--- src/dns_guard_defines.svh ---
// sizes and header constants; beat counters are DG_CNT_W bits wide and saturate, so every request beat must stay below 2**DG_CNT_W-1
`ifndef DNS_GUARD_DEFINES_SVH
`define DNS_GUARD_DEFINES_SVH

// stream and lookup widths
`define DG_DATA_W 64
`define DG_KEEP_W 8
`define DG_KEY_W 96
`define DG_FLAG_W 4
`define DG_CNT_W 4

// buffering
`define DG_DELAY_STAGES 12
`define DG_REQ_DEPTH_BITS 5
`define DG_PKT_DEPTH_BITS 6

// header values
`define DG_ETH_IPV4 16'h0800
`define DG_PROTO_UDP 8'h11
`define DG_PROTO_ICMP 8'h01
`define DG_ICMP_UNREACH 8'h03
`define DG_CODE_PORT 8'h03
`define DG_CODE_ADMIN 8'h0a

// beat index of each request, counted from 0
`define DG_QUERY_BEAT 7
`define DG_LEARN_BEAT 11

// byte lane n of a data word, lane 0 first on the wire
`define DG_LANE(d, n) d[8*(n) +: 8]

`endif
--- src/dns_guard_pkg.sv ---
// shared types; flow_key_t field order is the key layout that the lookup engine expects
`include "dns_guard_defines.svh"

package dns_guard_pkg;

	// one stream beat
	typedef struct packed {
		logic [`DG_DATA_W-1:0] data;
		logic [`DG_KEEP_W-1:0] keep;
		logic                  last;
	} axis_beat_t;

	// all fields in network byte order
	typedef struct packed {
		logic [31:0] src_ip;
		logic [31:0] dst_ip;
		logic [15:0] dst_port;
		logic [15:0] src_port;
	} flow_key_t;

	typedef enum logic [`DG_FLAG_W-1:0] {
		op_query = 4'b0000,
		op_learn = 4'b0101
	} lookup_op_t;

	typedef struct packed {
		lookup_op_t op;
		flow_key_t  key;
	} lookup_req_t;

	// anything but v_drop passes
	typedef enum logic [`DG_FLAG_W-1:0] {
		v_pass = 4'b0000,
		v_drop = 4'b0001
	} verdict_t;

	typedef enum logic [1:0] {
		ms_idle,
		ms_bypass,
		ms_gated
	} merge_state_t;

endpackage

--- src/ingress_classifier.sv ---
// port-0 parser and delay line; a frame whose beat 2 arrives after its beat 0 has left the line loses its early beats to bypass
`timescale 1ns/1ps
`include "dns_guard_defines.svh"

module ingress_classifier (
	input  logic                       clk156,
	input  logic                       eth_rst,
	input  logic                       rx0_valid,
	input  dns_guard_pkg::axis_beat_t  rx0_beat,
	output logic                       query_valid,
	output dns_guard_pkg::lookup_req_t query_req,
	output logic                       byp_valid,
	output dns_guard_pkg::axis_beat_t  byp_beat,
	output logic                       lkp_valid,
	output dns_guard_pkg::axis_beat_t  lkp_beat
);

	logic [`DG_CNT_W-1:0]        cnt;
	logic [`DG_DATA_W-1:0]       d;
	logic [15:0]                 ftype;
	logic                        frm_udp;
	logic                        udp_hit;
	logic                        in_last;
	dns_guard_pkg::flow_key_t    key;
	logic [`DG_DELAY_STAGES-1:0] ln_valid;
	logic [`DG_DELAY_STAGES-1:0] ln_udp;
	logic [`DG_DELAY_STAGES-2:0] ln_open;
	dns_guard_pkg::axis_beat_t   ln_beat [`DG_DELAY_STAGES];

	assign d       = rx0_beat.data;
	assign in_last = rx0_valid && rx0_beat.last;

	// beat 2 decides the class of the frame
	assign udp_hit = rx0_valid && cnt == 2 && ftype == `DG_ETH_IPV4 &&
		`DG_LANE(d, 7) == `DG_PROTO_UDP;

	assign query_valid   = rx0_valid && frm_udp && cnt == `DG_QUERY_BEAT;
	assign query_req.op  = dns_guard_pkg::op_query;
	assign query_req.key = key;

	always_ff @(posedge clk156) begin
		if (eth_rst) begin
			cnt     <= '0;
			frm_udp <= 1'b0;
		end else if (rx0_valid) begin
			if (rx0_beat.last) begin
				cnt     <= '0;
				frm_udp <= 1'b0;
			end else begin
				if (cnt != '1)
					cnt <= cnt + 1'b1;
				if (udp_hit)
					frm_udp <= 1'b1;
			end
		end
	end

	always_ff @(posedge clk156) begin
		if (rx0_valid) begin
			case (cnt)
				1: ftype <= {`DG_LANE(d, 4), `DG_LANE(d, 5)};
				3: begin
					key.src_ip         <= {`DG_LANE(d, 2), `DG_LANE(d, 3),
						`DG_LANE(d, 4), `DG_LANE(d, 5)};
					key.dst_ip[31:16]  <= {`DG_LANE(d, 6), `DG_LANE(d, 7)};
				end
				4: begin
					key.dst_ip[15:0]   <= {`DG_LANE(d, 0), `DG_LANE(d, 1)};
					key.src_port       <= {`DG_LANE(d, 2), `DG_LANE(d, 3)};
					key.dst_port       <= {`DG_LANE(d, 4), `DG_LANE(d, 5)};
				end
				default: ;
			endcase
		end
	end

	// open marks beats of the frame still arriving, so beats 0 and 1 get the tag late
	always_ff @(posedge clk156) begin
		if (eth_rst) begin
			ln_valid <= '0;
			ln_udp   <= '0;
			ln_open  <= '0;
		end else begin
			ln_valid <= {ln_valid[`DG_DELAY_STAGES-2:0], rx0_valid};
			ln_udp   <= {ln_udp[`DG_DELAY_STAGES-2:0] |
				(ln_open & {(`DG_DELAY_STAGES-1){udp_hit}}),
				frm_udp || udp_hit};
			ln_open  <= {ln_open[`DG_DELAY_STAGES-3:0] & {(`DG_DELAY_STAGES-2){!in_last}},
				rx0_valid && !rx0_beat.last};
		end
	end

	always_ff @(posedge clk156) begin
		ln_beat[0] <= rx0_beat;
		for (int i = 1; i < `DG_DELAY_STAGES; i++)
			ln_beat[i] <= ln_beat[i-1];
	end

	assign byp_valid = ln_valid[`DG_DELAY_STAGES-1] && !ln_udp[`DG_DELAY_STAGES-1];
	assign lkp_valid = ln_valid[`DG_DELAY_STAGES-1] && ln_udp[`DG_DELAY_STAGES-1];
	assign byp_beat  = ln_beat[`DG_DELAY_STAGES-1];
	assign lkp_beat  = ln_beat[`DG_DELAY_STAGES-1];

endmodule

--- config.mk ---
export PLATFORM = sky130hd
export DESIGN_NAME = ingress_classifier
export DESIGN_NICKNAME = d
export VERILOG_FILES = /design/src/dns_guard_pkg.sv /design/src/ingress_classifier.sv
export VERILOG_INCLUDE_DIRS = /design/src
export SDC_FILE = /design/constraint.sdc
export NUM_CORES = 1
export LEC_CHECK = 0
export CAP_MARGIN = 40
export CORE_ASPECT_RATIO = 0.5
export CORE_UTILIZATION = 52
export CTS_CLUSTER_SIZE = 12
export DETAILED_ROUTE_END_ITERATION = 10
export DONT_BUFFER_PORTS = 1
export PLACE_DENSITY = 0.75
export SLEW_MARGIN = 20
export SYNTH_ARGS = -nofsm -noshare
export SYNTH_HDL_FRONTEND = slang
export SYNTH_SLANG_ARGS = --single-unit
export TNS_END_PERCENT = 100
--- constraint.sdc ---
create_clock -name clk156 -period 6.2 [get_ports clk156]
set_clock_uncertainty 0.2 [all_clocks]
set_input_delay 0.93 -clock clk156 [delete_from_list [all_inputs] [get_ports clk156]]
set_output_delay 0.93 -clock clk156 [all_outputs]
set_load 0.05 [all_outputs]
==> results_tabular.tex, run 1 <==
\begin{tabular}{lr}
\hline
Metric & Value \\
\hline
\multicolumn{2}{l}{\textbf{Worst setup path}} \\
\quad Dominant delay contributor by cell family on the critical path & simple AND/OR/NAND/NOR gates \\
\quad Critical path arrival & $\sim$1800 ps \\
\quad Number of buffer and inverter stages on the critical path & 1 \\
\quad CP max stage delay & 440 ps \\
\quad Worst-path cell with the longest stage delay & dfxtp\_1 \\
\quad Crit. End Element & output port \\
\quad List of cells traversed by the critical path & nor2b\_1 -> nand2\_1 -> nor2\_1 -> buf\_4 \\
\quad Type of the worst setup path & reg -> out \\
\quad Required @ worst endpoint & around 5000 ps \\
\quad Worst setup SP type & flip-flop \\
\quad Worst Path Max Fanout & 6 \\
\multicolumn{2}{l}{\textbf{STA}} \\
\quad Time the final worst path needs with I/O delays and setup & between 2000 and 3000 ps \\
\quad Number of failing hold endpoints at the final stage & 0 \\
\quad Final worst-path cycle share & 0.473 \\
\quad Setup repair after global routing missed its margin & false \\
\quad Worst slew margin relative to its limit & 0.484 \\
\quad Transition time of the tightest slew-check pin & around 770 ps \\
\quad Setup violation total in the final timing report & 0 \\
\quad Max frequency & around 340 MHz \\
\quad Number of max-slew violations in the final report & 0 \\
\quad Fin Setup TNS & 0 ps \\
\multicolumn{2}{l}{\textbf{Power}} \\
\quad Overall power & $\sim$13000 uW \\
\quad Switching share of power & 0.202 \\
\quad Switching pwr & around 2500 uW \\
\quad Sequential power share & 0.576 \\
\quad Portion of total power attributed to the clock network & 0.411 \\
\quad Worst voltage drop across the vdd grid & between 0.2 and 0.25 mV \\
\quad Internal cell power & 9980 uW \\
\quad Leakage Power & about 0.011 uW \\
\quad Power density relative to cell area & approximately 470 mW/mm2 \\
\quad Gate power share & 0.013 \\
\multicolumn{2}{l}{\textbf{Floorplan}} \\
\quad Initial Utilization & 0.534 \\
\quad Site Rows & 54 \\
\quad Ports placed on the boundary & $\sim$330 \\
\quad Die width & 303 um \\
\quad Die height & 153 um \\
\quad Core region area & roughly 0.044 mm2 \\
\quad Die footprint & between 0.04 and 0.05 mm2 \\
\multicolumn{2}{l}{\textbf{Clock tree}} \\
\quad CTS tree & done \\
\quad Clock insertion delay at the later pin of the skew report & a little over 600 ps \\
\quad \# resized after CTS & 0 \\
\quad Clock slew seen by the registers of the worst setup and hold paths & 60 ps \\
\quad Clock sink total & around 1.0k \\
\quad Cts bufs inserted & 96 \\
\quad Quantity of hold-fixing buffers added after cts & 0 \\
\quad Clock buffer depth & 3 \\
\quad CTS root buffer & clkbuf\_16 \\
\quad Number of buffers inserted to repair setup after CTS & 0 \\
\quad Number of levels in the clock H-tree & 3 \\
\multicolumn{2}{l}{\textbf{Hold path}} \\
\quad Worst min-delay path class & reg -> reg \\
\multicolumn{2}{l}{\textbf{Route}} \\
\quad Average wire length per cell after detail routing & $\sim$15 um \\
\quad Via count & 8047 \\
\quad DR pass1 iterations & 4 \\
\quad Post-detailed-routing wire length & 28800 um \\
\quad Detailed Route Iter0 Violations & roughly 370 \\
\quad Remaining routing DRC violations & 0 \\
\quad Antenna Nets Post-Route & 0 \\
\quad Average via count per standard cell & $\sim$4.2 \\
\multicolumn{2}{l}{\textbf{Global routing}} \\
\quad Tot GR Track Use & 0.125 \\
\quad Wire length of the first global-routing pass & between 40000 and 50000 um \\
\quad Maximum number of pins on one net before global-route repair & roughly 50 \\
\quad Antenna violations before repair & 0 \\
\quad Gr ovfl total & 0 \\
\quad Vias in the first global route & between 8k and 9k \\
\multicolumn{2}{l}{\textbf{Status}} \\
\quad Result of the run & complete, no violations \\
\multicolumn{2}{l}{\textbf{Final layout}} \\
\quad Total Nets Final & approximately 1.4k \\
\quad Reg area & between 0.02 and 0.025 mm2 \\
\quad Share of final-layout standard cells stronger than drive strength 1 & 0.150 \\
\quad Area of the multi-input gates & around 700 um2 \\
\quad Fill count & approximately 3.0k \\
\quad Area growth from synthesis to final layout & 13.6\% \\
\quad Number of antenna repair diodes & 0 \\
\multicolumn{2}{l}{\textbf{Place}} \\
\quad IO Port Bufs & 0 \\
\quad Final GP Congestion & slightly above 0.7 \\
\quad HPWL after detailed placement & $\sim$17000 um \\
\multicolumn{2}{l}{\textbf{Logic synthesis}} \\
\quad Post-synth EDFFs & roughly 110 \\
\quad Synthesized area divided by synthesized cell count & 18.3 um2 \\
\quad Netlist area before placement & approximately 0.024 mm2 \\
\quad Post-synthesis sequential area ratio & 0.920 \\
\quad Number of instances in the synthesized netlist & about 1.3k \\
\quad Most instantiated flip-flop cell in the synthesis netlist & dfxtp\_1 \\
\quad Count of state elements after synthesis & a little over 1k \\
\quad Count of yosys warnings during synthesis & 0 \\
\quad Fraction of registers with async set or reset after synthesis & 0 \\
\quad Number of distinct library cell variants in the gate-level netlist after synthesis & 34 \\
\multicolumn{2}{l}{\textbf{Job}} \\
\quad Total of max-cap violations & 0 \\
\hline
\end{tabular}
-- state kept, by name (all words and copies together) (netlist names) --
register / count
ln_beat: 876
query_req: 96
ftype: 16
ln_udp: 12
ln_valid: 12
ln_open: 11
cnt: 4
frm_udp: 1
-- power groups by stage --
stage	combinational, uW	sequential (uW)	clock [uW]
after floorplan	272	7220	0
after global placement	15.3	7420	0
after detailed placement	160	7360	0
after CTS	161	7220	5290
after global routing	164	7230	5590
final	160	7210	5140
-- metal layers --
layer | global-route usage | up-vias | routed length (um)
met2 | 0.237 | 157 | 16200
met5 | 0 | - | 0
met3 | 0.0419 | 52 | 1300
li1 | - | 3977 | -
met4 | 0.0471 | 0 | 549
met1 | 0.124 | 3861 | 10700
-- cell usage after synthesis, types with 4 or more instances --
cell type	instances	area, um2
a21oi_1	5	25.0
edfxtp_1	112	3360
nand2_1	5	18.8
nor2b_1	15	93.8
buf_4	150	1130
inv_1	14	52.6
ha_1	4	50.1
dfxtp_1	916	18300
and2_1	13	81.3
o22ai_2	10	125
clkbuf_1	5	18.8
nand2b_1	11	68.8
-- cell type report --
class                           count  share of cell area
Inverter                           14             0.00196
Clock inverter                      8             0.00691
Clock buffer                      131              0.0961
Multi-Input combinational cell     90              0.0255
Tap cell                          588              0.0275
Timing Repair Buffer               78              0.0321
Sequential cell                  1028               0.810
-- worst register-to-register path, delay by kind of cell, from the launching register on --
kind | cells | cell delay (ps)
compound gates | 1 | 320
simple gates | 3 | 1230
flops | 1 | 390
-- metrics by stage --
stage | cells | util | hold WS [ps] | area (um2) | worst slack, ps
6_report | 1937 | 0.607 | 111 | 26800 | 3270
5_1_grt | 1937 | 0.607 | 80.9 | 26800 | 3210
4_1_cts | 1937 | 0.607 | 88.2 | 26800 | 3280
3_5_place_dp | 1798 | 0.545 | 112 | 24000 | 3400
3_3_place_gp | 1723 | 0.526 | 110 | 23200 | 3360
2_1_floorplan | 1289 | - | 110 | 23600 | 1050
-- path summary, 6_finish.rpt --
check | from | to | slack, ps | cells after the start
hold reg to reg | ln_beat[0][248] | ln_beat[1][29] | 110 | 0
setup reg to reg | ftype[13] | ln_udp[11] | 3970 | 4
hold / removal | ln_beat[0][248] | ln_beat[1][29] | 110 | 0
setup / recovery | cnt[2] | query_valid | 3270 | 4
-- cell families after synthesis --
| logic type | Yosys count | synth area share |
|---|---|---|
| adder cells (fa/ha/maj) | 4 | 0.00212 |
| AO/OA/AOI/OAI | 19 | 0.00759 |
| buffers and inverters | 171 | 0.0515 |
| XOR/XNOR | 1 | 0.000371 |
| other | 1 | 0.000159 |
| flip-flops | 1028 | 0.920 |
| AND/OR/NAND/NOR | 62 | 0.0180 |
-- layout by cell type (no fill, tap or decap), types with 2 or more instances in the layout --
cell and n:
nor2b_1 15, ha_1 4, buf_4 5, inv_16 2, dfxtp_1 916, clkinv_16 4
and2_1 13, nand2_1 5, inv_1 14, buf_6 73, edfxtp_1 112, nor4b_1 2
clkbuf_8 4, clkbuf_1 31, nand4b_1 2, nand2b_1 11, clkbuf_16 96, o22ai_2 10
conb_1 4, nor3_2 2, a21oi_1 5
Note: power is estimated with default switching activity, not from simulation.
==> inputs of run 2 (changes only) <==
Settings changed: PLACE_DENSITY 0.75 to 0.78.
Clock period 6.2 ns to 2.69 ns, I/O delays scaled along.
==> results_tabular.tex, run 2 (synthesized netlist as in run 1, its figures left out) <==
\begin{tabular}{lr}
\hline
Metric & Value \\
\hline
\multicolumn{2}{l}{\textbf{Status}} \\
\quad Result of the run & complete, no violations \\
\multicolumn{2}{l}{\textbf{Clock tree}} \\
\quad CTS tree & done \\
\quad \# resized after CTS & 0 (unchanged) \\
\quad Clock insertion delay at the later pin of the skew report & 620 ps (about the same) \\
\quad Number of levels in the clock H-tree & 3 (unchanged) \\
\quad Cts bufs inserted & 95 (-1.0\%) \\
\quad CTS root buffer & clkbuf\_16 \\
\quad Clock sink total & 1028 (unchanged) \\
\quad Clock buffer depth & 3 (unchanged) \\
\quad Clock slew seen by the registers of the worst setup and hold paths & 60 ps (about the same) \\
\multicolumn{2}{l}{\textbf{Place}} \\
\quad IO Port Bufs & 0 (unchanged) \\
\quad Final GP Congestion & 0.716 (+0.34\%) \\
\quad Post-place setup slack & 573 ps (-2830 ps) \\
\quad HPWL after detailed placement & 17000 um (+1.1\%) \\
\multicolumn{2}{l}{\textbf{STA}} \\
\quad Transition time of the tightest slew-check pin & 753 ps (-21.8 ps) \\
\quad Worst slew margin relative to its limit & 0.498 (+0.0146) \\
\quad Final worst-path cycle share & 0.909 \\
\quad Fin Setup TNS & 0 ps (unchanged) \\
\quad Setup slack of the critical path after layout & 246 ps (-3020 ps) \\
\quad Number of failing hold endpoints at the final stage & 0 (unchanged) \\
\quad Number of max-slew violations in the final report & 0 (unchanged) \\
\quad Setup repair after global routing missed its margin & false \\
\quad Setup violation total in the final timing report & 0 (unchanged) \\
\quad Max frequency & slightly above 400 MHz \\
\quad Time the final worst path needs with I/O delays and setup & 2440 ps \\
\multicolumn{2}{l}{\textbf{Global routing}} \\
\quad Vias in the first global route & 9172 (+8.3\%) \\
\quad Tot GR Track Use & 0.138 (+0.0129) \\
\quad Gr ovfl total & 0 (unchanged) \\
\quad Antenna violations before repair & 1 (+1) \\
\quad Wire length of the first global-routing pass & 48500 um (+9.5\%) \\
\quad Maximum number of pins on one net before global-route repair & 49 (unchanged) \\
\multicolumn{2}{l}{\textbf{Worst setup path}} \\
\quad Worst Path Max Fanout & 6 (unchanged) \\
\quad Critical register-to-register path startpoint & ftype[13] \\
\quad Worst setup SP type & flip-flop \\
\quad Crit. End Element & output port \\
\quad Number of buffer and inverter stages on the critical path & 1 (unchanged) \\
\quad Path depth of the worst reg2reg path & 4 (unchanged) \\
\quad Type of the worst setup path & reg -> out \\
\quad Launching instance or port of the critical path & cnt[0] \\
\quad Dominant delay contributor by cell family on the critical path & flip-flops \\
\quad List of cells traversed by the critical path & ha\_1 -> nand2\_1 -> nor2\_1 -> buf\_4 \\
\quad Worst r2r dst & ln\_udp[9] \\
\quad Critical path arrival & 1840 ps (+40 ps) \\
\quad Worst R2R Setup Slack & 520 ps (-3450 ps) \\
\quad Worst-path cell with the longest stage delay & dfxtp\_1 \\
\quad CP max stage delay & 420 ps (-20 ps) \\
\quad Required @ worst endpoint & 2090 ps (-2980 ps) \\
\multicolumn{2}{l}{\textbf{Final layout}} \\
\quad Area of the multi-input gates & 689 um2 (+0.92\%) \\
\quad Reg area & 0.0217 mm2 (unchanged) \\
\quad Highest-count cells in the layout ignoring fill and taps & dfxtp\_1, edfxtp\_1, clkbuf\_16 \\
\quad Post-route core utilization & 0.618 (+0.0104) \\
\quad Area growth from synthesis to final layout & 15.6\% \\
\quad Biggest register & ln\_beat \\
\quad Share of final-layout standard cells stronger than drive strength 1 & 0.140 (-0.0106) \\
\quad Fill count & 2966 (-0.97\%) \\
\quad Flip-flop count of the largest register, all copies and words added & 876 (unchanged) \\
\quad Total Nets Final & 1464 (+5.5\%) \\
\quad Commonest non-fill, non-tap cell in the layout & dfxtp\_1 \\
\multicolumn{2}{l}{\textbf{Power}} \\
\quad Gate power share & 0.024 (+0.011) \\
\quad Sequential power share & 0.569 (-0.007) \\
\quad Overall power & 28800 uW (+130\%) \\
\quad Worst voltage drop across the vdd grid & 0.525 mV (+140\%) \\
\quad Leakage Power & 0.0109 uW (+1.8\%) \\
\quad Power density relative to cell area & 1060 mW/mm2 (+130\%) \\
\quad Switching pwr & 5910 uW (+130\%) \\
\quad Internal cell power & 22900 uW (+130\%) \\
\quad Portion of total power attributed to the clock network & 0.407 (-0.004) \\
\quad Switching share of power & 0.205 (+0.00302) \\
\multicolumn{2}{l}{\textbf{Floorplan}} \\
\quad Die height & 153 um (unchanged) \\
\quad Die footprint & 0.0463 mm2 (unchanged) \\
\quad Die width & 303 um (unchanged) \\
\quad Site Rows & 54 (unchanged) \\
\quad Initial Utilization & 0.534 (unchanged) \\
\quad Core region area & 0.0441 mm2 (unchanged) \\
\quad Ports placed on the boundary & 325 (unchanged) \\
\multicolumn{2}{l}{\textbf{Route}} \\
\quad Post-detailed-routing wire length & 31500 um (+9.3\%) \\
\quad DR pass1 iterations & 4 (unchanged) \\
\quad Average via count per standard cell & 4.16 (+0.22\%) \\
\quad Via count & 8377 (+4.1\%) \\
\quad Antenna Nets Post-Route & 0 (unchanged) \\
\quad Remaining routing DRC violations & 0 (unchanged) \\
\quad Detailed Route Iter0 Violations & 367 (unchanged) \\
\quad Average wire length per cell after detail routing & 15.7 um (+5.2\%) \\
\multicolumn{2}{l}{\textbf{Hold path}} \\
\quad Worst Hold Path EP & ln\_beat[1][37] \\
\quad Launch point of the worst hold path & ln\_beat[0][256] \\
\quad Hold Path Stages & 0 (unchanged) \\
\quad Worst min-delay path class & reg -> reg \\
\multicolumn{2}{l}{\textbf{Job}} \\
\quad Total of max-cap violations & 0 (unchanged) \\
\hline
\end{tabular}
run 2: cell count changes in the layout (fill, tap and decap cells not counted):
cell           before  now
buf_12              0    2
clkbuf_16          96   95
buf_6              73    0
buf_4               5   77
dlygate4sd3_1       0   76
diode_2             0    1
clkbuf_1           31   33
inv_6               1    0
nor3_4              0    1
nor3_2              2    1
clkbuf_8            4    1
run 2: layout make-up:
cell class                      instances  share of cell area
Sequential cell                      1028               0.796
Clock inverter                          7             0.00647
Clock buffer                          129              0.0923
Tap cell                              588              0.0270
Antenna cell                            1           0.0000918
Timing Repair Buffer                  155              0.0506
Multi-Input combinational cell         90              0.0253
Inverter                               14             0.00193
run 2: layer usage:
metal	track usage	share of wire	up-vias	routed length, um
li1	-	-	4142	-
met5	0	0	-	0
met3	0.0399	0.042	78	1330
met2	0.265	0.57	161	18000
met1	0.135	0.36	3996	11400
met4	0.0584	0.026	0	805
run 2: power groups by stage:
| stage | Combinational (uW) | Clock [uW] | Sequential [uW] |
|---|---|---|---|
| after floorplan | 627 | 0 | 16600 |
| after detailed placement | 559 | 0 | 16700 |
| after CTS | 702 | 12000 | 16400 |
| after global routing | 720 | 12700 | 16400 |
| after global placement | 556 | 0 | 16700 |
| final | 698 | 11700 | 16400 |
run 2: worst max path at each step:
stage	depth (start not counted)	end	slack [ps]
after floorplan	3	query_req[48]	230
after global placement	4	frm_udp	660
after detailed placement	4	ln_udp[0]	570
after CTS	4	query_valid	240
after global routing	4	query_valid	160
final	4	query_valid	250
run 2: metrics by stage:
step | hold slack, ps | cell area (um2) | cells
6_report | 98.6 | 27300 | 2012
4_1_cts | 64.5 | 27200 | 2011
3_5_place_dp | 112 | 23800 | 1798
5_1_grt | 106 | 27300 | 2012
2_1_floorplan | 110 | 23600 | 1289
3_3_place_gp | 110 | 23800 | 1798
run 2: repair_timing:
item / in CTS / in global routing
endpoints found under the hold margin: 225 / 0
hold buffers: 77 / 0
setup buffers: 0 / 0
==> inputs of run 3 (changes only) <==
Settings changed: BUFFER_PORTS_ARGS from default to -buffer_cell sky130_fd_sc_hd__clkbuf_2, CORE_UTILIZATION 52 to 49, DONT_BUFFER_PORTS 1 to default, PLACE_DENSITY 0.78 to 0.8.
==> results_tabular.tex, run 3 (synthesized netlist as in run 1, its figures left out) <==
\begin{tabular}{lr}
\hline
Metric & Value \\
\hline
\multicolumn{2}{l}{\textbf{Worst setup path}} \\
\quad Worst r2r dst & ln\_udp[0] \\
\quad Critical register-to-register path startpoint & ftype[13] \\
\quad Worst-path cell with the longest stage delay & dfxtp\_1 \\
\quad Crit. End Element & output port \\
\quad Worst R2R Setup Slack & 510 ps (about the same) \\
\quad List of cells traversed by the critical path & ha\_1 -> nand2\_1 -> nor2\_1 -> clkbuf\_2 \\
\quad Worst setup SP type & flip-flop \\
\quad Path depth of the worst reg2reg path & 4 (unchanged) \\
\quad Type of the worst setup path & reg -> out \\
\quad Required @ worst endpoint & 2090 ps (about the same) \\
\quad Critical path arrival & 1840 ps (about the same) \\
\quad CP max stage delay & 410 ps (about the same) \\
\quad Worst Path Max Fanout & 6 (unchanged) \\
\multicolumn{2}{l}{\textbf{STA}} \\
\quad Time the final worst path needs with I/O delays and setup & 2440 ps (-0.752 ps) \\
\quad Transition time of the tightest slew-check pin & 691 ps (-61.6 ps) \\
\quad Max frequency & 409 MHz (about the same) \\
\quad Number of failing hold endpoints at the final stage & 0 (unchanged) \\
\quad Worst slew margin relative to its limit & 0.539 (+0.0411) \\
\quad Fin Setup TNS & 0 ps (unchanged) \\
\quad Setup violation total in the final timing report & 0 (unchanged) \\
\quad Setup repair after global routing missed its margin & false \\
\quad Number of max-slew violations in the final report & 0 (unchanged) \\
\quad Final worst-path cycle share & 0.908 (about the same) \\
\multicolumn{2}{l}{\textbf{Power}} \\
\quad Gate power share & 0.026 (+0.002) \\
\quad Switching share of power & 0.203 (-0.00206) \\
\quad Power density relative to cell area & 1020 mW/mm2 (-3.4\%) \\
\quad Portion of total power attributed to the clock network & 0.407 (about the same) \\
\quad Worst voltage drop across the vdd grid & 0.443 mV (-16\%) \\
\quad Switching pwr & 5880 uW (-0.60\%) \\
\quad Sequential power share & 0.567 (-0.002) \\
\quad Leakage Power & 0.0119 uW (+8.9\%) \\
\quad Internal cell power & 23000 uW (+0.67\%) \\
\multicolumn{2}{l}{\textbf{Final layout}} \\
\quad Share of final-layout standard cells stronger than drive strength 1 & 0.269 (+0.129) \\
\quad Number of standard cells in the final layout excluding fillers & 2308 (+15\%) \\
\quad Highest-count cells in the layout ignoring fill and taps & dfxtp\_1, clkbuf\_2, edfxtp\_1 \\
\quad Area growth from synthesis to final layout & 20.1\% \\
\quad Total Nets Final & 1711 (+17\%) \\
\quad Biggest register & ln\_beat \\
\quad Flip-flop count of the largest register, all copies and words added & 876 (unchanged) \\
\quad Number of antenna repair diodes & 0 (-1) \\
\quad Commonest non-fill, non-tap cell in the layout & dfxtp\_1 \\
\multicolumn{2}{l}{\textbf{Place}} \\
\quad IO Port Bufs & 320 (+320) \\
\quad Inst Count DP & 2096 (+17\%) \\
\quad HPWL after detailed placement & 17700 um (+3.8\%) \\
\quad Final GP Congestion & 0.732 (+2.2\%) \\
\multicolumn{2}{l}{\textbf{Route}} \\
\quad Antenna Nets Post-Route & 0 (unchanged) \\
\quad Post-detailed-routing wire length & 32400 um (+3.0\%) \\
\quad Average via count per standard cell & 4.00 (-4.0\%) \\
\quad Via count & 9221 (+10\%) \\
\quad DR pass1 iterations & 4 (unchanged) \\
\quad Detailed Route Iter0 Violations & 285 (-22\%) \\
\quad Average wire length per cell after detail routing & 14.1 um (-10\%) \\
\quad Remaining routing DRC violations & 0 (unchanged) \\
\multicolumn{2}{l}{\textbf{Floorplan}} \\
\quad Die width & 312 um (+3.0\%) \\
\quad Initial Utilization & 0.500 (-0.0344) \\
\quad Ports placed on the boundary & 325 (unchanged) \\
\quad Core region area & 0.0472 mm2 (+6.9\%) \\
\quad Site Rows & 56 (+3.7\%) \\
\quad Die footprint & 0.0491 mm2 (+6.1\%) \\
\quad Die height & 157 um (+3.0\%) \\
\multicolumn{2}{l}{\textbf{Hold path}} \\
\quad Worst Hold Path EP & ln\_beat[1][40] \\
\quad Worst min-delay path class & reg -> reg \\
\quad Launch point of the worst hold path & ln\_beat[0][259] \\
\quad Hold Path Stages & 0 (unchanged) \\
\multicolumn{2}{l}{\textbf{Clock tree}} \\
\quad Cts bufs inserted & 96 (+1.1\%) \\
\quad Clock slew seen by the registers of the worst setup and hold paths & 60 ps (about the same) \\
\quad Clock buffer depth & 3 (unchanged) \\
\quad Clock insertion delay at the later pin of the skew report & 610 ps (about the same) \\
\quad \# resized after CTS & 0 (unchanged) \\
\quad CTS root buffer & clkbuf\_16 \\
\quad Clock sink total & 1028 (unchanged) \\
\quad Number of levels in the clock H-tree & 3 (unchanged) \\
\quad CTS tree & done \\
\multicolumn{2}{l}{\textbf{Status}} \\
\quad Result of the run & complete, no violations \\
\multicolumn{2}{l}{\textbf{Job}} \\
\quad Total of max-cap violations & 0 (unchanged) \\
\multicolumn{2}{l}{\textbf{Global routing}} \\
\quad Wire length of the first global-routing pass & 48500 um (-0.14\%) \\
\quad Vias in the first global route & 9515 (+3.7\%) \\
\quad Tot GR Track Use & 0.129 (-0.00913) \\
\quad Antenna violations before repair & 0 (-1) \\
\quad Maximum number of pins on one net before global-route repair & 31 (-37\%) \\
\quad Gr ovfl total & 0 (unchanged) \\
\hline
\end{tabular}
-- run 3: power groups by stage --
stage	Combinational, uW	Sequential (uW)	Clock, uW
floorplan	627	16600	0
global placement	660	16700	0
detailed placement	671	16700	0
CTS	763	16400	12100
global route	788	16500	12800
finish	760	16400	11800
-- run 3: stage by stage --
step | utilization | cell area (um2) | power, uW | setup WS [ps] | hold WS [ps]
global route | 0.600 | 28300 | 30000 | 146 | 105
floorplan | - | 23600 | 17300 | 226 | 110
CTS | 0.600 | 28300 | 29200 | 210 | 99.2
global placement | 0.528 | 24900 | 17300 | 442 | 110
finish | 0.600 | 28300 | 28900 | 247 | 101
detailed placement | 0.528 | 24900 | 17400 | 394 | 112
-- run 3: critical path: cells and delay by family (launching register included) --
| family | cells | cell delay, ps |
|---|---|---|
| buffers and inverters | 1 | 300 |
| AND/OR/NAND/NOR | 2 | 270 |
| adder cells (fa/ha/maj) | 1 | 250 |
| flip-flops | 1 | 410 |
-- run 3: final cells by class --
cell class                 instances  area (um2)
sequential                      1028       21700
fill                            3280       18800
clock buffer                     130        2580
timing repair buffer             401        2400
tap                              638         798
multi-input combinational         90         689
clock inverter                     7        95.1
inverter                          14        52.6
-- run 3: how the worst max path moves through the flow --
stage	startpoint	depth (start not counted)	slack (ps)	to
6_report	cnt[0]	4	250	query_valid
5_1_grt	cnt[1]	4	150	query_valid
4_1_cts	cnt[0]	4	210	query_valid
3_5_place_dp	rx0_beat[70]	6	390	ln_udp[0]
3_3_place_gp	rx0_beat[70]	6	440	frm_udp
2_1_floorplan	cnt[0]	3	230	query_req[48]
-- run 3: per-layer routing --
layer	global-route usage	share of wire	wire (um)	vias to the layer above
met1	0.125	0.36	11800	4359
met5	0	0	0	-
met3	0.0344	0.035	1150	71
li1	-	-	-	4632
met2	0.255	0.58	18800	159
met4	0.0544	0.023	753	0
-- run 3: repair_timing --
| item | in CTS | in global routing |
|---|---|---|
| hold buffers | 75 | 0 |
| hold endpoints to repair | 201 | 0 |
| buffers inserted | 0 | 0 |
